===== config.mk =====
export PLATFORM = sky130hd
export DESIGN_NAME = branch_resolve
export DESIGN_NICKNAME = d
export VERILOG_FILES = /design/src/source/mem_stage_pkg.sv /design/src/source/branch_resolve.sv
export SDC_FILE = /design/constraint.sdc
export NUM_CORES = 1
export LEC_CHECK = 0
export BUFFER_PORTS_ARGS = -buffer_cell sky130_fd_sc_hd__clkbuf_2
export CAP_MARGIN = 15
export CORE_AREA = 5 5 42 44
export DETAILED_ROUTE_END_ITERATION = 10
export DIE_AREA = 0 0 47 49
export GPL_TIMING_DRIVEN = 0
export PLACE_DENSITY = 0.79
export SLEW_MARGIN = 20
export SYNTH_ARGS = -nofsm -noshare
export SYNTH_HDL_FRONTEND = slang
export SYNTH_SLANG_ARGS = --single-unit
export TNS_END_PERCENT = 100

===== constraint.sdc =====
create_clock -name vclk -period 1.4
set_input_delay 0.28 -clock vclk [all_inputs]
set_output_delay 0.28 -clock vclk [all_outputs]
set_load 0.02 [all_outputs]

===== src/source/mem_stage_pkg.sv =====
package mem_stage_pkg;

    ////////////////////////////////////////////////////////////
    // Datapath widths
    ////////////////////////////////////////////////////////////

    localparam int WORD_SIZE = 32;  // Data word
    localparam int REG_SEL   = 5;   // Destination register select
    localparam int ADDR_SIZE = 10;  // Instruction address (PC)

    // Access size of a load or store
    typedef enum logic [1:0] {
        SIZE_BYTE = 2'b00,
        SIZE_HALF = 2'b01,
        SIZE_WORD = 2'b10       // 2'b11 unused, treated as word
    } size_e;

    ////////////////////////////////////////////////////////////
    // Records
    ////////////////////////////////////////////////////////////

    // One instruction entering the memory stage
    typedef struct packed {
        logic [ADDR_SIZE-1:0] branch_target;  // PC of branch target
        logic [WORD_SIZE-1:0] alu_result;     // Also the load/store address
        logic [WORD_SIZE-1:0] write_data;     // Store data
        logic [REG_SEL-1:0]   rd;             // Writeback register
        logic                 alu_zero;       // Branch condition
        logic                 branch;
        logic                 jump;
        logic                 mem_read;
        logic                 mem_write;
        logic                 reg_write;
        logic                 data_sign;      // Sign-extend narrow loads
        size_e                data_size;
    } ex_mem_t;

    // RAM word, split into byte lanes or halfword lanes
    typedef union packed {
        logic [3:0][7:0]  bytes;   // Lane 0 is the low byte
        logic [1:0][15:0] halves;
    } mem_word_u;

    // Writeback record
    typedef struct packed {
        logic [REG_SEL-1:0]   rd;
        logic                 reg_write;
        logic [WORD_SIZE-1:0] data;
    } wb_t;

    // PC redirect record
    typedef struct packed {
        logic                 taken;
        logic [ADDR_SIZE-1:0] target;
    } redirect_t;

endpackage


===== src/source/branch_resolve.sv =====
`timescale 1ns/1ps

module branch_resolve import mem_stage_pkg::*; (
    input  logic      stage_valid,
    input  ex_mem_t   stage_instr,
    output redirect_t redirect
);

    logic cond_taken;   // Jump, or branch with zero result

    ////////////////////////////////////////////////////////////
    // Branch rule
    ////////////////////////////////////////////////////////////

    // Unconditional jump always redirects
    // Branch redirects only when the compare came out zero
    assign cond_taken = stage_instr.jump
                      | (stage_instr.branch & stage_instr.alu_zero);

    always_comb begin
        redirect.taken  = stage_valid & cond_taken;
        redirect.target = '0;                         // Quiet when not taken
        if (redirect.taken)
            redirect.target = stage_instr.branch_target;
    end

endmodule


# --- Yosys cells after proc, flatten, opt, wreduce, memory -nomap -nowiden ---
# Cells that the tools add are included.
op_classes:
  n_bitwise: 3
  mux: 1
op_table:
  columns: ["op", "n"]
  rows:
  - ["$mux 10", 1]
  - ["$and 1x1->1", 2]
  - ["$or 1x1->1", 1]
word_totals:
  regBits: 0
  input_bits: 89
  out_inout_bits: 11

# --- Longest topological paths before layout ---
depth:
  ltp_word: 4
  depth_mapped: 3

# --- Worst setup path after synthesis ---
# OpenSTA, ideal clock, no wires.
synth_path:
  path_kind: "input-to-output"
  from: "input stage_instr[7] (netlist bit)"
  to: "output redirect[0] (netlist bit)"
  slack_ns: 0.311
  t_arrival_ns: 0.809
  path_buffers: 1
  stages: 3
  path_cell_list: "a21o_1 -> buf_6 -> and3_1"
synth_rtl:
  columns: ["item", "line_no", "rtl"]
  rows:
  - ["start, declared", "branch_resolve.sv:5", "input ex_mem_t stage_instr,"]
  - ["end, declared", "branch_resolve.sv:6", "output redirect_t redirect"]

==> impl_metrics.py <==
metrics = {
    "sta": {
        "hold_viol_final": 0,
        "fin_setup_tns_ns": 0,
        "fmax_mhz": 780,
        "slew_viol_final": 0,
        "rsz0062_at_grt": "no",
        "min_period_ns": 1.28,
        "hold_slack_ns": 0.930,
        "setup_violations": 0,
        "tightest_slew_ns": 0.261,
        "slew-limit-headroom": 0.826,
        "finalCritPeriodShare": 0.916,
    },
    "finish": {
        "n_sequential_cell": 0,
        "final_core_util": 0.170,
        "num-nets-final": 130,
        "register_area_um2": 0,
        "layout-drive-gt1-share": 0.692,
        "n_clock_buffer": 0,
        "multi_input_area_um2": 77.6,
        "num_antenna_cells": 0,
        "fillerInstances": 167,
        "area_growth_pct": 157,
    },
    "power": {
        "swShare": 0.536,
        "irDropWorstVdd_mv": 0.0860,
        "leakage_uw": 0.000177,
        "pwr-share-clk": 0,
        "seqPwrFrac": 0,
        "p_int_uw": 37.0,
        "combPwrFrac": 1.000,
        "p_per_area_nw_per_um2": 336,
        "power_switching_uw": 42.7,
        "power_uw": 79.8,
    },
    "synth": {
        "yosys.area.top_type": "and3_1",
        "ys_top_cells_by_area": "and3_1, buf_6, a21o_1",
        "seq_area_frac_synth": 0,
        "syn_area_per_cell_um2": 6.61,
        "synthDistinctLibCells": 6,
        "synth_top_area_frac": 0.608,
        "yosysWarnings": 0,
        "synthesis.instances": 14,
        "synth.most_common_cell": "and3_1",
        "netlist_area_um2": 92.6,
        "syn_nets": 103,
    },
    "outcome": {
        "status": "finished, final reports clean",
    },
    "drt": {
        "vias": 194,
        "drc": 0,
        "first_pass_iters": 1,
        "wl_per_cell_um": 11.4,
        "vias_per_cell": 3.53,
        "drt_iter0_drc": 0,
        "drt_wl_total_um": 625,
        "ant_nets": 0,
    },
    "floorplanning": {
        "core_area_um2": 1400,
        "die-area_um2": 2300,
        "die_w_um": 47,
        "row_count": 14,
        "fp.dieH_um": 49,
        "floorplan.initialDensity": 0.0661,
        "num_io_pins": 100,
    },
    "setup_path": {
        "cp.arrival_ns": 1.00,
        "worst_setup_path_start_kind": "primary input",
        "setup.worst_path.end_class": "output port",
        "worstSetupPathType": "primary input to output port",
        "crit_required_ns": 1.12,
        "crit_fanout": 10,
    },
    "global_route": {
        "grt_pass1_vias": 194,
        "grt.total_usage": 0.0498,
        "grt_pass1_wl_um": 876,
        "antenna_found_initial": 0,
        "grt-ovfl-total": 0,
        "grt_max_degree": 11,
    },
    "flow_run": {
        "drv_cap": 0,
    },
    "worst_hold_path": {
        "min_path_type": "primary input to output port",
    },
    "cts": {
        "cts_resized": 0,
        "holdBufCountCts": 0,
        "post_cts_buffers": 0,
    },
    "placement": {
        "gp_congestion": 0.654,
        "io_buffers": 25,
    },
}
-- cell usage in the layout (no fill, tap or decap) --
| cell | n |
|---|---|
| clkbuf_1 | 1 |
| and3_2 | 1 |
| and3_1 | 9 |
| and2_1 | 1 |
| buf_6 | 1 |
| a21o_1 | 1 |
| clkbuf_2 | 25 |
-- cell families (layout without fill, tap and decap cells) --
group	after synthesis	after routing	share of synthesized area
AO/OA/AOI/OAI	1	1	0.0811
buffers and inverters	2	27	0.162
AND/OR/NAND/NOR	11	11	0.757
-- per-stage QoR --
step                      setup slack, ns  cells  instance area, um2
after floorplan                     0.311     14                92.6
after global placement              0.121     55                 238
after detailed placement            0.118     55                 238
after CTS                           0.113     55                 238
after global routing               0.0581     55                 238
final                               0.118     55                 238
-- final timing paths --
| path | from | to | depth (start not counted) |
|---|---|---|---|
| max | stage_instr[7] | redirect[3] | 5 |
| min | stage_instr[80] | redirect[2] | 3 |
-- power by group through the flow --
stage	combinational, uW	clock, uW	sequential, uW
2_1_floorplan	43.3	0	0
3_3_place_gp	79.6	0	0
3_5_place_dp	81.0	0	0
4_1_cts	81.2	0	0
5_1_grt	86.5	0	0
6_report	79.8	0	0
-- critical path, cell delays in order --
cell and delay, ns:
clkbuf_2 0.08, a21o_1 0.19, buf_6 0.13, and3_1 0.17, clkbuf_2 0.15
-- area by class of cell --
type,instances,area share
multi-input cells,12,0.326
well taps,16,0.0842
repair buffers,25,0.526
plain buffers,2,0.0632
-- layer usage --
metal,up-vias,routed length (um),GRT usage
met5,-,0,0
met3,0,99,0.00738
met4,0,0,0
li1,101,-,-
met1,79,246,0.0696
met2,14,278,0.0837
Power figures use the tool's default switching activity.
