**config.mk**
```make
export PLATFORM = sky130hd
export DESIGN_NAME = mem_wb_out
export DESIGN_NICKNAME = d
export VERILOG_FILES = /design/src/source/mem_stage_pkg.sv /design/src/source/mem_wb_out.sv
export SDC_FILE = /design/constraint.sdc
export NUM_CORES = 1
export LEC_CHECK = 0
export BUFFER_PORTS_ARGS = -buffer_cell sky130_fd_sc_hd__buf_2
export CORE_MARGIN = 2
export CORE_UTILIZATION = 40
export DETAILED_ROUTE_END_ITERATION = 7
export GPL_TIMING_DRIVEN = 0
export MAX_ROUTING_LAYER = met4
export PLACE_DENSITY = 0.89
export SLEW_MARGIN = 40
export SYNTH_ARGS = -nofsm -noshare
export SYNTH_HDL_FRONTEND = slang
export SYNTH_SLANG_ARGS = --single-unit
```
**constraint.sdc**
```tcl
create_clock -name clk -period 0.8 [get_ports clk]
set_input_delay 0.04 -clock clk [delete_from_list [all_inputs] [get_ports clk]]
set_output_delay 0.04 -clock clk [all_outputs]
set_load 0.02 [all_outputs]
```
**src/source/mem_stage_pkg.sv**
```systemverilog
package mem_stage_pkg;

    ////////////////////////////////////////////////////////////
    // Datapath widths
    ////////////////////////////////////////////////////////////

    localparam int WORD_SIZE = 32;  // Data word
    localparam int REG_SEL   = 5;   // Destination register select
    localparam int ADDR_SIZE = 10;  // Instruction address (PC)

    // Access size of a load or store
    typedef enum logic [1:0] {
        SIZE_BYTE = 2'b00,
        SIZE_HALF = 2'b01,
        SIZE_WORD = 2'b10       // 2'b11 unused, treated as word
    } size_e;

    ////////////////////////////////////////////////////////////
    // Records
    ////////////////////////////////////////////////////////////

    // One instruction entering the memory stage
    typedef struct packed {
        logic [ADDR_SIZE-1:0] branch_target;  // PC of branch target
        logic [WORD_SIZE-1:0] alu_result;     // Also the load/store address
        logic [WORD_SIZE-1:0] write_data;     // Store data
        logic [REG_SEL-1:0]   rd;             // Writeback register
        logic                 alu_zero;       // Branch condition
        logic                 branch;
        logic                 jump;
        logic                 mem_read;
        logic                 mem_write;
        logic                 reg_write;
        logic                 data_sign;      // Sign-extend narrow loads
        size_e                data_size;
    } ex_mem_t;

    // RAM word, split into byte lanes or halfword lanes
    typedef union packed {
        logic [3:0][7:0]  bytes;   // Lane 0 is the low byte
        logic [1:0][15:0] halves;
    } mem_word_u;

    // Writeback record
    typedef struct packed {
        logic [REG_SEL-1:0]   rd;
        logic                 reg_write;
        logic [WORD_SIZE-1:0] data;
    } wb_t;

    // PC redirect record
    typedef struct packed {
        logic                 taken;
        logic [ADDR_SIZE-1:0] target;
    } redirect_t;

endpackage

```
**src/source/mem_wb_out.sv**
```systemverilog
`timescale 1ns/1ps

module mem_wb_out import mem_stage_pkg::*; (
    input  logic                 clk,
    input  logic                 rst,
    input  logic                 stage_valid,
    input  ex_mem_t              stage_instr,
    input  redirect_t            redirect,
    input  logic [WORD_SIZE-1:0] load_data,
    output logic                 out_valid,
    output wb_t                  out_wb,
    output redirect_t            out_redirect
);

    wb_t                  wb_next;
    logic                 taken_q;
    logic [ADDR_SIZE-1:0] target_q;

    ////////////////////////////////////////////////////////////
    // Writeback select
    ////////////////////////////////////////////////////////////

    always_comb begin
        wb_next.rd        = stage_instr.rd;
        wb_next.reg_write = stage_instr.reg_write;   // Passed through as is
        wb_next.data      = stage_instr.alu_result;
        if (stage_instr.mem_read)
            wb_next.data = load_data;               // Loads return memory data
    end

    ////////////////////////////////////////////////////////////
    // Output register
    ////////////////////////////////////////////////////////////

    // Control bits
    always_ff @(posedge clk or posedge rst) begin
        if (rst) begin
            out_valid <= 1'b0;
            taken_q   <= 1'b0;
        end else begin
            out_valid <= stage_valid;
            taken_q   <= redirect.taken;   // Already gated by stage_valid
        end
    end

    // Payload, only updated for live instructions
    always_ff @(posedge clk) begin
        if (stage_valid) begin
            out_wb   <= wb_next;
            target_q <= redirect.target;
        end
    end

    assign out_redirect.taken  = taken_q;
    assign out_redirect.target = target_q;

endmodule

```
-- Word-level counts from Yosys, hierarchy flattened
Index checks and enable logic that the tools add are counted.
- mux-type cells: 1
- operator list (operator ; count):
    $mux 32 ; 1
- bits in registers: 50
- logic and storage cells: 7

-- Logic depth before layout (Yosys ltp)
- depth in word-level cells: 1
- mapped depth: 3

-- Least setup slack after synthesis
OpenSTA, ideal clock, no wires.
- kind: input -> register
- start: in stage_instr[5] (netlist name)
- end: reg out_wb[0] (netlist name), data pin
- library setup time: 260 ps
- data arrival time: 581 ps
- data required time: 540 ps
- slack: -42 ps
- cell stages on the path: 3
- buffers on the path: 2
- cell sequence: buf_6 > buf_12 > mux2_4
- RTL lines (item ; line ; text):
    from (decl) ; mem_wb_out.sv:7 ; input ex_mem_t stage_instr,
    to (signal assigned) ; mem_wb_out.sv:49 ; out_wb <= wb_next;
    to (decl) ; mem_wb_out.sv:11 ; output wb_t out_wb,

-- Worst setup path after layout
- start: reg out_wb[12] (netlist name)
- end: out out_wb[12] (netlist name)
No word-level cell between the ends.

==> implementation parameters <==
Parameter                              Value

Synthesis
  Multiplexer share of the synthesized area    23.1%
  Simple-gate share of the synthesized area    0%
  Synth cell types    8
  Flops & latches, synth    50
  Synthesized-area fraction occupied by ao, oa, aoi and oai cells    0%
  Share of Yosys cell area claimed by the top area cell type    70.4%
  Synthesized instance count    88
  Synth Cell Area    approximately 0.002 mm²
  Xor and xnor fraction of the mapped netlist area    0%
  Number of warnings printed during yosys synthesis    0
  Mean Syn Cell Area    23.3 µm²
  Post-synthesis share of cell area spent on full adders, half adders and majority gates    0%
  Most area-consuming cells after synthesis    edfxtp_1 (70%), mux2_4 (22%), buf_12 (2.9%)
  Area leader, netlist    edfxtp_1
  Proportion of synthesized chip area in sequential cells    72.9%
  Net count of the mapped netlist    approximately 220
  Main combinational cell family by area after synthesis    multiplexers

Floorplan
  Number of placement rows    26
  Starting density of the core    40.9%
  Placeable core region    ~0.0050 mm²
  Chip Height    75.5 µm
  Die outline width    75.5 µm
  Die area    0.00571 mm²
  Number of top-level pins    184

CTS
  Maximum number of buffers from clock root to sink    2
  Clock tree from TritonCTS    yes
  Clock slew seen by the registers of the worst setup and hold paths    around 0.1 ns
  Number of H-tree branching levels    2
  Cell at the root of the clock tree    clkbuf_8
  Number of clock sinks    50
  Num CTS Buffers    5

GRT
  Total GRT Usage    17.9%
  Antenna violations before repair    0
  Residual overflow from global routing    0
  Global-route wire length before repair    between 6000 and 7000 µm
  Vias in the first global route    1444
  Maximum number of pins on one net before global-route repair    50

Final layout
  Most common library cell in the layout ignoring fill and taps    buf_2
  NumNets Final    379
  Leading cell types in the layout, fill and taps excluded    buf_2 (87), edfxtp_1 (48), buf_6 (45)
  Area occupied by multi-input gates    473 µm²
  Fraction of layout instances using a drive strength above 1    between 70 and 80%
  Post-Layout Inst Area    roughly 0.0034 mm²
  P&R area growth vs syn    64.2%
  Reg area    0.00149 mm²
  Number of filler cells placed in the layout    ~320

Hold path
  Number of instances on the worst hold path    2
  Min-Delay Path Class    input pin to flop

Timing
  Max Fclk    1050 MHz
  Number of slew-limit violations in the final report    0
  Measured slew at the worst slew-check pin    0.596 ns
  Final WS setup    -0.150 ns
  Final number of setup-violating endpoints    50
  Post-layout minimum cycle time    between 0.9 and 1 ns
  Final hold violation count    0
  Max_slew headroom    60.2%
  RSZ-0062 raised after global routing    true
  Hold slack    0.0308 ns
  Final period util    119%

Critical path
  Instance count on the critical path    1
  Worst Path Buf+Inv    1
  Slowest cell on the critical path    edfxtp_1
  Kind of capture point of the worst setup path    output pin
  Arrival @ worst endpoint    0.91 ns
  Startpoint class of the critical path    flop
  Start-to-end type of the worst setup path    flop to output pin
  Required time of the critical path    0.76 ns
  Largest delay contributor family on the critical path    flip-flops
  List of cells traversed by the critical path    buf_6
  Maximum fanout count along the critical path    1
  Worst stage delay on the critical path    0.44 ns

Detailed routing
  TritonRoute pass-1 iters    4
  Number of vias per cell    4.66
  Routed wire length    approximately 6000 µm
  Final antenna-violating net count    0
  1st-iter DRT viols    between 100 and 150
  Drc violations    0
  WL per Instance    18.9 µm
  Via Count    1478

Placement
  Final weighted congestion of routability-driven global placement    0.839
  Post-placement cell area    0.00281 mm²
  Detail Placement HPWL    3580 µm
  Setup WS pre-CTS    -0.112 ns
  Quantity of I/O buffers inserted on ports    around 130

Outcome
  Result of the run    finished with violations
  Failing checks    negative setup slack

Power and ir drop
  Maximum VDD drop    approximately 0.00072 V
  Standby leakage power    1.53 nW
  Power density over the cells    1830 mW/mm²

Job
  Max Cap Viol    0
==> final timing paths <==
path | startpoint | to | slack (ns)
max in group asynchronous | rst | out_valid$_DFF_PP0_ | 0.53
min in group asynchronous | rst | taken_q$_DFF_PP0_ | 0.16
worst max-delay path | out_wb[12]$_DFFE_PP_ | out_wb[12] | -0.15
worst min-delay path | load_data[2] | out_wb[2]$_DFFE_PP_ | 0.03
==> kinds of logic (layout without fill, tap and decap cells) <==
| logic type | Yosys count | after routing |
|---|---|---|
| flip-flops | 50 | 50 |
| other | 0 | 1 |
| multiplexers | 32 | 32 |
| buffers and inverters | 6 | 164 |
==> per-layer routing <==
layer	part of all wire (%)	global-route usage, %
met3	9.4	3.84
met4	3.3	11.5
met1	34	18.0
met2	53	31.3
met5	0	-
==> what timing repair did <==
action,in CTS,in global routing
buffers inserted,0,0
resized for setup,36,55
hold endpoints to repair,19,0
setup endpoints to repair,50,50
pin swaps,0,0
hold buffers,18,0
==> state kept, by name (all words and copies together), names as in the netlist <==
| register | cells |
|---|---|
| out_valid | 1 |
| target_q | 10 |
| out_wb | 38 |
| taken_q | 1 |
==> stage by stage <==
stage	util [%]	std cells	TNS, ns	power [mW]
finish	67.1	317	-4.68	6.15
global route	67.0	316	-6.08	6.36
CTS	63.7	316	-4.10	5.93
detailed placement	56.1	291	-6.99	4.32
global placement	56.1	291	-21.25	4.28
floorplan	-	88	-1.04	3.83
==> cell type report <==
cell class / instances / share of cell area (%)
Buffer: 4 / 2.38
Timing Repair Buffer: 151 / 33.6
Multi-Input combinational cell: 32 / 14.1
Antenna cell: 1 / 0.0745
Clock inverter: 3 / 0.707
Sequential cell: 50 / 44.4
Inverter: 1 / 0.112
Clock buffer: 5 / 2.05
Tap cell: 70 / 2.61
==> synthesized netlist by cell type, drive strengths merged <==
cell     n
buf      5
dfrtp    2
edfxtp  48
inv      1
mux2    32
==> where the power goes <==
group	internal (mW)	total [mW]	switching (mW)
clock	0.626	1.50	0.877
combinational	0.788	1.40	0.608
sequential	3.13	3.25	0.114
Note: power is estimated with default switching activity, not from simulation.
