==> src/source/mem_stage_pkg.sv <==
package mem_stage_pkg;

    ////////////////////////////////////////////////////////////
    // Datapath widths
    ////////////////////////////////////////////////////////////

    localparam int WORD_SIZE = 32;  // Data word
    localparam int REG_SEL   = 5;   // Destination register select
    localparam int ADDR_SIZE = 10;  // Instruction address (PC)

    // Access size of a load or store
    typedef enum logic [1:0] {
        SIZE_BYTE = 2'b00,
        SIZE_HALF = 2'b01,
        SIZE_WORD = 2'b10       // 2'b11 unused, treated as word
    } size_e;

    ////////////////////////////////////////////////////////////
    // Records
    ////////////////////////////////////////////////////////////

    // One instruction entering the memory stage
    typedef struct packed {
        logic [ADDR_SIZE-1:0] branch_target;  // PC of branch target
        logic [WORD_SIZE-1:0] alu_result;     // Also the load/store address
        logic [WORD_SIZE-1:0] write_data;     // Store data
        logic [REG_SEL-1:0]   rd;             // Writeback register
        logic                 alu_zero;       // Branch condition
        logic                 branch;
        logic                 jump;
        logic                 mem_read;
        logic                 mem_write;
        logic                 reg_write;
        logic                 data_sign;      // Sign-extend narrow loads
        size_e                data_size;
    } ex_mem_t;

    // RAM word, split into byte lanes or halfword lanes
    typedef union packed {
        logic [3:0][7:0]  bytes;   // Lane 0 is the low byte
        logic [1:0][15:0] halves;
    } mem_word_u;

    // Writeback record
    typedef struct packed {
        logic [REG_SEL-1:0]   rd;
        logic                 reg_write;
        logic [WORD_SIZE-1:0] data;
    } wb_t;

    // PC redirect record
    typedef struct packed {
        logic                 taken;
        logic [ADDR_SIZE-1:0] target;
    } redirect_t;

endpackage

==> src/source/ex_mem_reg.sv <==
`timescale 1ns/1ps

module ex_mem_reg import mem_stage_pkg::*; #(
    parameter int WB_CREDITS = 4
) (
    input  logic    clk,
    input  logic    rst,
    input  logic    flush,
    input  logic    in_valid,
    input  ex_mem_t in_instr,
    input  logic    credit_return,
    output logic    in_ready,
    output logic    stage_valid,
    output ex_mem_t stage_instr
);

    localparam int CNT_W = $clog2(WB_CREDITS + 1);

    logic [CNT_W-1:0] credit_cnt;   // Free slots in writeback
    logic [CNT_W-1:0] credit_next;
    logic             held_valid;   // Registered valid bit
    logic             accept;
    logic             refund;       // Flush killed a held instruction

    ////////////////////////////////////////////////////////////
    // Handshake
    ////////////////////////////////////////////////////////////

    assign in_ready = (credit_cnt != '0);
    assign accept   = in_valid & in_ready & ~flush;  // Flush blocks acceptance
    assign refund   = flush & held_valid;

    // Held instruction dies in the flush cycle, so no store and no output
    assign stage_valid = held_valid & ~flush;

    ////////////////////////////////////////////////////////////
    // Credit counter
    ////////////////////////////////////////////////////////////

    always_comb begin
        credit_next = credit_cnt;
        if (accept)
            credit_next = credit_next - CNT_W'(1);   // Slot now owned by this instr
        if (credit_return)
            credit_next = credit_next + CNT_W'(1);
        if (refund)
            credit_next = credit_next + CNT_W'(1);   // Discarded instr gives slot back
    end

    always_ff @(posedge clk or posedge rst) begin
        if (rst) begin
            credit_cnt <= CNT_W'(WB_CREDITS);
            held_valid <= 1'b0;
        end else begin
            credit_cnt <= credit_next;
            held_valid <= accept;   // Drops on flush or idle input
        end
    end

    // Payload only, qualified by held_valid
    always_ff @(posedge clk) begin
        if (accept)
            stage_instr <= in_instr;
    end

endmodule

==> config.mk <==
export PLATFORM = sky130hd
export DESIGN_NAME = ex_mem_reg
export DESIGN_NICKNAME = d
export VERILOG_FILES = /design/src/source/mem_stage_pkg.sv /design/src/source/ex_mem_reg.sv
export SDC_FILE = /design/constraint.sdc
export NUM_CORES = 1
export LEC_CHECK = 0
export BUFFER_PORTS_ARGS = -buffer_cell sky130_fd_sc_hd__buf_4
export CORE_UTILIZATION = 42
export DETAILED_ROUTE_END_ITERATION = 8
export GPL_ROUTABILITY_DRIVEN = 0
export GPL_TIMING_DRIVEN = 0
export HOLD_SLACK_MARGIN = 0.06
export PLACE_DENSITY = 0.84
export SLEW_MARGIN = 15
export SYNTH_ARGS = -nofsm -noshare
export SYNTH_HDL_FRONTEND = slang
export SYNTH_SLANG_ARGS = --single-unit
==> constraint.sdc <==
create_clock -name clk -period 4.2 [get_ports clk]
set_input_delay 0.63 -clock clk [delete_from_list [all_inputs] [get_ports clk]]
set_output_delay 0.63 -clock clk [all_outputs]
set_load 0.1 [all_outputs]
Yosys cells after proc, flatten, opt, wreduce, memory -nomap -nowiden. Index checks and enable logic that the tools add are counted.

Register bits after elaboration: 92. Input bits: 93. Output and inout bits: 90. Word-level logic and storage cells: 26.

Add/sub/neg operators: 3. Mux-type cells: 3. Bitwise gates (word level): 5. Reduce and logical (&&, ||, !) cells: 1.

Operators by type and width (number): 2-to-1 mux 3 bit (3); adder 3 x 1 -> 3 bit (second input constant) (2); bitwise AND 1 bit (4); nonzero test 3 bit (1); subtractor 3 x 1 -> 3 bit (second input constant) (1); inverter 1 bit (1).

Longest topological paths before layout. Gate-level depths: netlist of run 1.

Depth in word-level cells: 8. Depth in mapped cells: 13. Mapped depth without buffers: 13.

Least setup slack after synthesis of run 1. No wires, ideal clock.

Path kind: reg-to-reg. Start point: register credit_cnt[0]. End point: register stage_instr[0] (netlist bit) (enable). Data arrival time: 3.018 ns. Required time: 3.758 ns. Path slack: 0.740 ns. Cell stages (with the launch flop): 6. Path through: dfrtp_1 -> inv_1 -> ha_1 -> or2b_2 -> nand2_4 -> inv_1.

Word-level cells in the longest chain between the ends: 3.

Ends and longest elaborated chain: from (decl) (RTL line ex_mem_reg.sv:19) `logic [CNT_W-1:0] credit_cnt;`; from (signal assigned) (RTL line ex_mem_reg.sv:52) `credit_cnt <= CNT_W'(WB_CREDITS);`; from (signal assigned) (RTL line ex_mem_reg.sv:55) `credit_cnt <= credit_next;`; nonzero test 3 bit (RTL line ex_mem_reg.sv:29) `assign in_ready = (credit_cnt != '0);`; net in_ready (RTL line ex_mem_reg.sv:12) `output logic in_ready,`; bitwise AND 1 bit (2 in series) (RTL line ex_mem_reg.sv:30) `assign accept = in_valid & in_ready & ~flush;`; net accept (RTL line ex_mem_reg.sv:22) `logic accept;`; to (signal assigned) (RTL line ex_mem_reg.sv:63) `stage_instr <= in_instr;`; to (decl) (RTL line ex_mem_reg.sv:14) `output ex_mem_t stage_instr`.

The timed path passes the listed nets, and every way through them passes these cells. A chain may end at the register's enable or synchronous reset.

Final worst setup path of run 1.
Start point: register credit_cnt[0]. End point: register credit_cnt[2].

Word-level cells in the longest chain between the ends: 8. Elaborated cells between the ends (all ways): 9. Classes of those cells: add/sub: 3; mux: 3; bitwise: 2; reduce/logical: 1.

Ends and longest elaborated chain: branches (longest 3 deep; another with subtractor 3 x 1 -> 3 bit); 2-to-1 mux 3 bit * (RTL line ex_mem_reg.sv:42) `if (accept)`; adder 3 x 1 -> 3 bit (RTL line ex_mem_reg.sv:45) `credit_next = credit_next + CNT_W'(1);`; 2-to-1 mux 3 bit * (RTL line ex_mem_reg.sv:44) `if (credit_return)`; adder 3 x 1 -> 3 bit (RTL line ex_mem_reg.sv:47) `credit_next = credit_next + CNT_W'(1);`; 2-to-1 mux 3 bit * (RTL line ex_mem_reg.sv:46) `if (refund)`; net credit_next[2] (RTL line ex_mem_reg.sv:20) `logic [CNT_W-1:0] credit_next;`.

Mark *: on every way through the listed nets, which the timed path passes.

==> flow_metrics.tcl, run 1 <==
set metrics [dict create \
    status "finished clean" \
    r2r_cells 13 \
    vias_per_cell 4.48 \
    clk_latency_ps 350 \
    placed_cell_area_mm2 0.00451 \
    grt_pass1_vias 1896 \
    pre_cts_ws_ps 1680 \
    cp_max_fo 5 \
    antenna_found_initial 0 \
    cts_tree "built" \
    cts.clk_slew.worst_paths_ps 80 \
    synth.top_cells.by_area "edfxtp_1, dfrtp_1, ha_1" \
    fin_crit_ps 2520 \
    holdWs_ps 172 \
    seqPwrFrac_pct 42.8 \
    drt-wirelength-per-cell_um 16.1 \
    drt_iter0_markers 75 \
    syn_nets 222 \
    criticalPathCategory "reg -> reg" \
    holdBufCountCts 0 \
    synth-edff-count 88 \
    layout-drive-gt1-share_pct 63.3 \
    wl_um 6770 \
    synthArstFlopShare_pct 4.35 \
    overflow 0 \
    power_mw 2.69 \
    setup_viol 0 \
    yosysTopAreaCell "edfxtp_1" \
    die_w_um 86.4 \
    rsz0062_at_grt "false" \
    end_kind "flop" \
    die_h_um 86.4 \
    dp_cells 404 \
    max-slew-margin-rel_pct 78.8 \
    drc 0 \
    start_util_pct 43.8 \
    drt_pass1_iterations 4 \
    period_share_pct 60.0 \
    placeableCoreArea_mm2 0.00683 \
    cts_max_level 3 \
    peakVddDrop_uv 298 \
    pin_count 183 \
    syn-cell-area_mm2 0.00299 \
    rr_startpoint "credit_cnt[0]" \
    max_freq_mhz 397 \
    cts_setup_buffers 0 \
    startpoint "credit_cnt[0]" \
    slew_viol_final 0 \
    p_clk_share_pct 23.7 \
    portBuffers 182 \
    switching_power_mw 1.02 \
    max_cap_violations 0 \
    ys_seq_elements 92 \
    final_area_mm2 0.00473 \
    cts_buffer_depth 2 \
    dieArea_mm2 0.00746 \
    clock_sinks 92 \
    fin_tns_setup_ps 0 \
    postRouteAntennaNets 0 \
    setup_slack_ps 1680 \
    synth.yosys.seq_area_share_pct 91.8 \
    clock_skew_ps 10.1 \
    worst_pin_slew_ps 317 \
    cp.required_ps 4470 \
    leakage_nw 2.01 \
    arrival_ps 2800 \
    cts_root_buf "clkbuf_8" \
    grt_pass1_wl_um 9350 \
    yosys.cell_count.top_type "edfxtp_1" \
    diodes 0 \
    track_usage_pct 17.8 \
    p_int_mw 1.68 \
    num_vias 1882 \
    ys_top_cells_by_count "edfxtp_1, inv_1, ha_1, nand2_1, xnor2_1" \
    final_cells 420 \
    worst_setup_path_start_kind "flop" \
    finalNetCount 416 \
    cts_resized 0 \
    swShare_pct 37.7 \
    grt_max_degree 67 \
    area_delta_synth_final_pct 58.1 \
    combPwrFrac_pct 33.5 \
    syn-instance-count 125 \
    syn_area_per_cell_um2 23.9 \
    yosysTopAreaCellShare_pct 88.4 \
    cts_buffers 9 \
    reg2reg_to "credit_cnt[2]" \
    hold_violations 0 \
    ys_types 18 \
    ff2ff_setup_slack_ps 1680 \
    rows 30 \
    synth_ff_type "edfxtp_1" \
    detailed_place_hpwl_um 5150 \
    yosysWarnings 0 \
    final_util_pct 69.2 \
    pwr_density_cell_mw_per_mm2 570 \
    worstHoldPathType "in -> async" \
]
final cells by class:
class	count	area (µm²)
flip-flops and latches	92	2740
fillers	461	2100
repair buffers	183	1390
multi-input cells	27	224
clock buffers	9	124
well taps	96	120
clock inverters	7	97.6
inverters	6	25.0
how the worst max path moves through the flow:
stage | endpoint | slack [ps]
finish | credit_cnt[2] | 1680
global route | credit_cnt[2] | 1510
CTS | credit_cnt[2] | 1660
detailed placement | credit_cnt[2] | 1680
global placement | stage_instr[41] | 460
floorplan | stage_instr[0] | 740
cell families after synthesis:
family,Yosys count,share of synthesized area [%]
AOI/OAI and AO/OA,3,0.502
xor gates and xnor gates,6,1.76
adders and majority gates,4,1.67
buffers and inverters,6,0.753
DFF,92,91.8
muxes,3,1.17
and+or+nand+nor,11,2.38
flip-flops by register name, summed over array words and instances, names as in the netlist:
register / cells
held_valid: 1
stage_instr: 88
credit_cnt: 3
placed cells by master, fill, tap and decap left out:
cell type and instances:
buf_4 182, edfxtp_1 88, clkbuf_8 9, inv_1 5, xnor2_1 4, nand2_1 4, ha_1 4, dfrtp_1 3
xor2_1 2, a21oi_1 2, nand3_1 2, mux2i_1 2, bufinv_16 2, or2b_2 1, nor2b_4 1, nand2_4 1
inv_4 1, and2b_2 1, mux2_4 1, o21ai_0 1, nor2_1 1, clkinv_4 1, inv_8 1, clkinv_2 1
inv_6 1, clkinv_1 1, dfstp_2 1, buf_16 1
per-layer routing:
metal	track usage [%]	part of all wire, %
met1	14.6	29
met2	35.0	57
met5	0	0
met3	8.00	11
met4	8.94	2.1
power by group through the flow:
| stage | registers, mW | clock network (mW) | logic [mW] |
|---|---|---|---|
| after floorplan | 1.68 | 0 | 0.186 |
| after global placement | 1.18 | 0 | 0.886 |
| after detailed placement | 1.17 | 0 | 0.907 |
| after CTS | 1.15 | 0.659 | 0.907 |
| after global routing | 1.16 | 0.690 | 0.941 |
| final | 1.15 | 0.639 | 0.904 |
worst max-delay path: stages, from the launching register on:
cell and delay (ps):
dfrtp_1 430, inv_1 100, ha_1 160, or2b_2 330, nand2_4 120, mux2_4 320, inv_1 60, ha_1 210
inv_1 80, mux2i_1 80, ha_1 180, nand3_1 90, xor2_1 170, xnor2_1 130
Power figures use the tool's default switching activity.
==> run 2: changes to the inputs <==
--- a/config.mk
+++ b/config.mk
@@ -6,12 +6,12 @@
 export NUM_CORES = 1
 export LEC_CHECK = 0
 export BUFFER_PORTS_ARGS = -buffer_cell sky130_fd_sc_hd__buf_4
-export CORE_UTILIZATION = 42
+export CORE_UTILIZATION = 38
 export DETAILED_ROUTE_END_ITERATION = 8
 export GPL_ROUTABILITY_DRIVEN = 0
 export GPL_TIMING_DRIVEN = 0
 export HOLD_SLACK_MARGIN = 0.06
-export PLACE_DENSITY = 0.84
+export PLACE_DENSITY = 0.81
 export SLEW_MARGIN = 15
 export SYNTH_ARGS = -nofsm -noshare
 export SYNTH_HDL_FRONTEND = slang
==> constraint.sdc (replaced) <==
create_clock -name clk -period 2.15 [get_ports clk]
set_input_delay 0.3225 -clock clk [delete_from_list [all_inputs] [get_ports clk]]
set_output_delay 0.3225 -clock clk [all_outputs]
set_load 0.1 [all_outputs]
==> run 2 against run 1 <==
Compared with the run above: the run now ends with negative setup slack left; critical path depth unchanged; clock power grew 56%; largest cell class unchanged; via count decreased by 0.16%; global-route usage down 2.2 points; core utilization is 4.9 points lower; die area rose by 10%; sequential share of layout area decreased by 0.71 points; sequential power up 96%; routed wire length down 2.9%; sequential cell count stayed put.
==> flow_metrics.tcl, run 2 (synthesis results as in run 1) <==
set metrics [dict create \
    hold_violations 0 \
    dieArea_mm2 0.00823 \
    finalNetCount 424 \
    antenna_found_initial 0 \
    drt_pass1_iterations 4 \
    failed_checks "negative setup slack" \
    die_h_um 90.7 \
    reg.largest.list "stage_instr x88, credit_cnt x3, held_valid x1" \
    placeableCoreArea_mm2 0.00745 \
    cts_tree "built" \
    largest_register_ffs 88 \
    status "complete, but fails checks" \
    cts.clk_slew.worst_paths_ps 90 \
    period_share_pct 105 \
    final_cells 430 \
    dp_cells 408 \
    max-slew-margin-rel_pct 69.1 \
    regMostFlops "stage_instr" \
    rr_startpoint "credit_cnt[0]" \
    max_cap_violations 0 \
    worst_pin_slew_ps 462 \
    pwr_density_cell_mw_per_mm2 1100 \
    worst_setup_path_start_kind "flop" \
    die_w_um 90.7 \
    overflow 0 \
    wl_um 6570 \
    slew_viol_final 0 \
    grt_pass1_wl_um 9610 \
    track_usage_pct 15.6 \
    max_freq_mhz 442 \
    cts_buffers 9 \
    layout-drive-gt1-share_pct 66.2 \
    rsz0062_at_grt "true" \
    clock_skew_ps 9.82 \
    setup_viol 2 \
    grt_max_degree 42 \
    final_common_cell "buf_4" \
    drt_iter0_markers 44 \
    fill_cells 547 \
    num_vias 1879 \
    cts_root_buf "clkbuf_8" \
    drt-wirelength-per-cell_um 15.3 \
    start_util_pct 40.2 \
    leakage_nw 2.00 \
    layout_common_cells "buf_4, edfxtp_1, clkbuf_8, clkinvlp_4" \
    diodes 0 \
    grt_pass1_vias 1917 \
    arrival_ps 2530 \
    setup_slack_ps -112 \
    clk_latency_ps 340 \
    fin_tns_setup_ps -172 \
    postRouteAntennaNets 0 \
    cts_max_level 3 \
    cp.required_ps 2420 \
    reg2reg_to "credit_cnt[2]" \
    end_kind "flop" \
    cts_buffer_depth 2 \
    portBuffers 182 \
    detailed_place_hpwl_um 4950 \
    hold_path.startpoint "in_instr[9]" \
    peakVddDrop_uv 625 \
    area_delta_synth_final_pct 60.1 \
    worstHoldPathType "in -> reg" \
    pin_count 183 \
    holdWs_ps 147 \
    criticalPathCategory "reg -> reg" \
    min_to "stage_instr[9]" \
    fin_crit_ps 2260 \
    vias_per_cell 4.37 \
    clock_sinks 92 \
    cp_max_fo 2 \
    ff2ff_setup_slack_ps -110 \
    power_mw 5.24 \
    whs_path_depth 1 \
    r2r_cells 13 \
    rows 31 \
    drc 0 \
]
run 2: cell count changes in the layout (fill, tap and decap cells not counted), sizes merged:
cell and change:
bufinv -2, buf +7, clkinv -3, clkinvlp +5, clkbuf +1, inv -2
dlygate4sd3 +1
run 2: metal layers:
layer  vias to the layer above  wire (µm)  track usage [%]
met5                         -          0                0
met4                         0         81             5.65
met3                         8        643             5.89
met2                       129       3450             28.3
met1                       866       2400             16.3
li1                        876          -                -
run 2: critical path: stages (launching register included):
cell	delay, ps
dfrtp_1	400
inv_2	80
ha_4	120
or2b_4	270
nand2_4	80
mux2_4	320
inv_4	60
ha_4	190
inv_2	50
mux2i_1	70
ha_2	180
nand3_2	60
xor2_1	170
xnor2_1	140
run 2: final cells by class:
type	count	area (µm²)	area share, %
inverter	6	28.8	0.601
multi-input combinational	27	259	5.41
timing repair buffer	191	1470	30.6
clock buffer	10	128	2.67
tap	99	124	2.59
sequential	92	2740	57.3
clock inverter	5	38.8	0.810
run 2: how the worst max path moves through the flow:
stage                              from  slack [ps]              end
after floorplan           credit_cnt[0]        -690   stage_instr[0]
after global placement    credit_cnt[0]       -1020  stage_instr[40]
after detailed placement  credit_cnt[0]        -320    credit_cnt[2]
after CTS                 credit_cnt[0]        -120    credit_cnt[2]
after global routing      credit_cnt[0]        -230    credit_cnt[2]
final                     credit_cnt[0]        -110    credit_cnt[2]
run 2: where the power goes:
part / total [mW] / switching [mW] / leakage (nW) / internal, mW
clock: 0.997 / 0.579 / 0.0710 / 0.418
sequential: 2.25 / 0.0582 / 0.868 / 2.19
combinational: 2.00 / 1.42 / 1.06 / 0.576
run 2: through the flow:
stage	setup WS (ps)	instance area [µm²]	utilization (%)
floorplan	-695	3000	-
global placement	-1020	4490	60.2
detailed placement	-318	4530	60.8
CTS	-118	4780	64.2
global route	-234	4790	64.3
finish	-112	4790	64.3
run 2: repair_timing:
item,in CTS,in global routing
endpoints found under the hold margin,4,0
gates resized for setup,11,0
pin swaps,6,1
setup buffers,5,1
setup endpoints to repair,2,71
hold buffers,1,0
==> run 3: changes to the inputs <==
--- a/config.mk
+++ b/config.mk
@@ -5,6 +5,7 @@
 export SDC_FILE = /design/constraint.sdc
 export NUM_CORES = 1
 export LEC_CHECK = 0
+export ABC_AREA = 1
 export BUFFER_PORTS_ARGS = -buffer_cell sky130_fd_sc_hd__buf_4
 export CORE_UTILIZATION = 38
 export DETAILED_ROUTE_END_ITERATION = 8
==> run 3 against run 2 <==
Compared with the run above: the flow still finishes with violations (negative setup slack); global-route usage grew 0.53 points; clock power increased by 26%; sequential cell count did not move; synthesized cell count grew 14%; critical endpoint unchanged.
==> flow_metrics.tcl, run 3 <==
set metrics [dict create \
    cp.required_ps 2420 \
    cpMostUsedCell "nand2_1" \
    cp_max_fo 5 \
    clk_latency_ps 350 \
    hold_path.startpoint "in_instr[36]" \
    pin_count 183 \
    cts.clk_slew.worst_paths_ps 100 \
    slowest_delay_ps 400 \
    drt-wirelength-per-cell_um 15.4 \
    antenna_found_initial 0 \
    ys_top_cells_by_count "edfxtp_1, nand2_1, nand3_1" \
    die_h_um 91.5 \
    yosys.cell_count.top_type "edfxtp_1" \
    max-slew-margin-rel_pct 27.4 \
    area_delta_synth_final_pct 61.0 \
    syn_nets 240 \
    slowest_stage "dfrtp_1" \
    status "complete, but fails checks" \
    placeableCoreArea_mm2 0.00773 \
    cts_max_level 3 \
    r2r_cells 14 \
    cts_root_buf "clkbuf_8" \
    min_to "stage_instr[36]" \
    clock_skew_ps 13.9 \
    yosysTopAreaCellShare_pct 86.9 \
    diodes 0 \
    rr_startpoint "credit_cnt[0]" \
    crit_path_cell_trace "inv_2, ha_4, nand2_8, nand3b_1, nand2_1, ha_1, or2_1, and2_4, ha_4, nand2_4, xor2_4, inv_2, nand2_1, nand2_1" \
    fin_tns_setup_ps -81.4 \
    finalNetCount 440 \
    synth-edff-count 88 \
    ys_seq_elements 92 \
    criticalPathCategory "reg -> reg" \
    grt_pass1_wl_um 9940 \
    multi_input_area_um2 343 \
    dieArea_mm2 0.00836 \
    syn-instance-count 143 \
    die_w_um 91.5 \
    ff2ff_setup_slack_ps -80 \
    detailed_place_hpwl_um 5000 \
    worst_pin_slew_ps 1090 \
    power_mw 5.51 \
    portBuffers 182 \
    max_cap_violations 0 \
    rsz0062_at_grt "true" \
    final_util_pct 63.4 \
    pwr_density_cell_mw_per_mm2 1130 \
    postRouteAntennaNets 0 \
    drt_pass1_iterations 4 \
    cts_buffer_depth 2 \
    largest_register_ffs 88 \
    layout-drive-gt1-share_pct 64.8 \
    drt_iter0_markers 48 \
    syn_area_per_cell_um2 21.3 \
    reg2reg_to "credit_cnt[2]" \
    seqCellArea_mm2 0.00274 \
    yosysTopAreaCell "edfxtp_1" \
    worstHoldPathType "in -> reg" \
    fill_cells 572 \
    fin_crit_ps 2230 \
    synth.top_cells.by_area "edfxtp_1, dfrtp_1, nand3_1" \
    cts_tree "built" \
    reg.largest.list "stage_instr x88, credit_cnt x3, held_valid x1" \
    num_vias 1979 \
    overflow 0 \
    cts_buffers 9 \
    peakVddDrop_uv 509 \
    yosysWarnings 0 \
    syn-cell-area_mm2 0.00304 \
    max_freq_mhz 448 \
    period_share_pct 104 \
    synthArstFlopShare_pct 4.35 \
    leakage_nw 2.08 \
    grt_max_degree 91 \
    ys_types 18 \
    whs_path_depth 1 \
    end_kind "flop" \
    grt_pass1_vias 1946 \
    setup_slack_ps -81.4 \
    arrival_ps 2500 \
    vias_per_cell 4.41 \
    clock_sinks 92 \
    start_util_pct 39.3 \
    rows 32 \
    regMostFlops "stage_instr" \
    final_cells 449 \
    failed_checks "negative setup slack" \
    setup_viol 1 \
    synth.yosys.seq_area_share_pct 90.2 \
    layout_common_cells "buf_4, edfxtp_1, nand2_1, nand3_1, clkbuf_8" \
    slew_viol_final 0 \
    dp_cells 427 \
    hold_violations 0 \
    worst_setup_path_start_kind "flop" \
    wl_um 6940 \
    track_usage_pct 16.1 \
    synth_ff_type "edfxtp_1" \
    holdWs_ps 144 \
    drc 0 \
    final_common_cell "buf_4" \
]
==> run 3: cell types whose count changed after synthesis, moves of 2 or more <==
cell,before,now
nand2_1,4,14
inv_2,0,3
a21oi_1,2,0
mux2i_1,2,0
nand3_1,2,11
nand2_2,0,3
xnor2_1,4,0
==> run 3: kinds of logic (layout without fill, tap and decap cells) <==
kind of cell,Yosys count,after routing,share of synthesized area (%)
DFF,92,92,90.2
and+or+nand+nor,35,35,6.05
buffers and inverters,10,214,1.23
adders and majority gates,4,4,1.65
xor gates and xnor gates,2,2,0.823
==> run 3: per-stage QoR <==
| step | setup WS, ps | instance area, µm² |
|---|---|---|
| finish | -81.4 | 4900 |
| global placement | -51.8 | 4580 |
| CTS | -86.3 | 4840 |
| floorplan | -112 | 3090 |
| global route | -183 | 4900 |
| detailed placement | -142 | 4580 |
==> run 3: worst max path at each step <==
| stage | start | to | depth (start not counted) |
|---|---|---|---|
| floorplan | credit_cnt[0] | credit_cnt[2] | 15 |
| global placement | credit_cnt[0] | credit_cnt[2] | 15 |
| detailed placement | credit_cnt[0] | credit_cnt[2] | 15 |
| CTS | credit_cnt[0] | credit_cnt[2] | 15 |
| global route | credit_cnt[0] | credit_cnt[2] | 13 |
| finish | credit_cnt[0] | credit_cnt[2] | 14 |
==> run 3: final cells by class <==
| type | count | area share [%] |
|---|---|---|
| Inverter | 10 | 0.818 |
| Timing Repair Buffer | 189 | 29.0 |
| Tap cell | 102 | 2.61 |
| Multi-Input combinational cell | 41 | 7.00 |
| Clock inverter | 6 | 1.97 |
| Sequential cell | 92 | 56.0 |
| Clock buffer | 9 | 2.53 |
==> run 3: worst max-delay path: cells and delay by family (launching register included) <==
family                   cells  cell delay (ps)
adder cells (fa/ha/maj)      3              620
flip-flops                   1              400
buffers and inverters        2              150
XOR/XNOR                     1              180
AND/OR/NAND/NOR              8              810
==> run 3: layer usage <==
layer / routed length, µm / up-vias / GRT usage (%)
met5: 0 / - / 0
met4: 123 / 0 / 6.75
met3: 697 / 12 / 6.11
met2: 3750 / 118 / 29.9
met1: 2360 / 921 / 15.8
li1: - / 928 / -
==> run 3: power breakdown <==
group	switching (mW)	internal, mW	total (mW)
registers	0.0586	2.19	2.25
clock network	0.601	0.663	1.26
logic	1.48	0.516	1.99
total	2.14	3.37	5.51
==> run 3: timing repair <==
action | 4_1_cts | 5_1_grt
resized for setup | 2 | 7
hold endpoints to repair | 3 | 0
hold buffers | 1 | 0
pin swaps | 1 | 8
buffers inserted | 3 | 3
setup endpoints to repair | 1 | 1
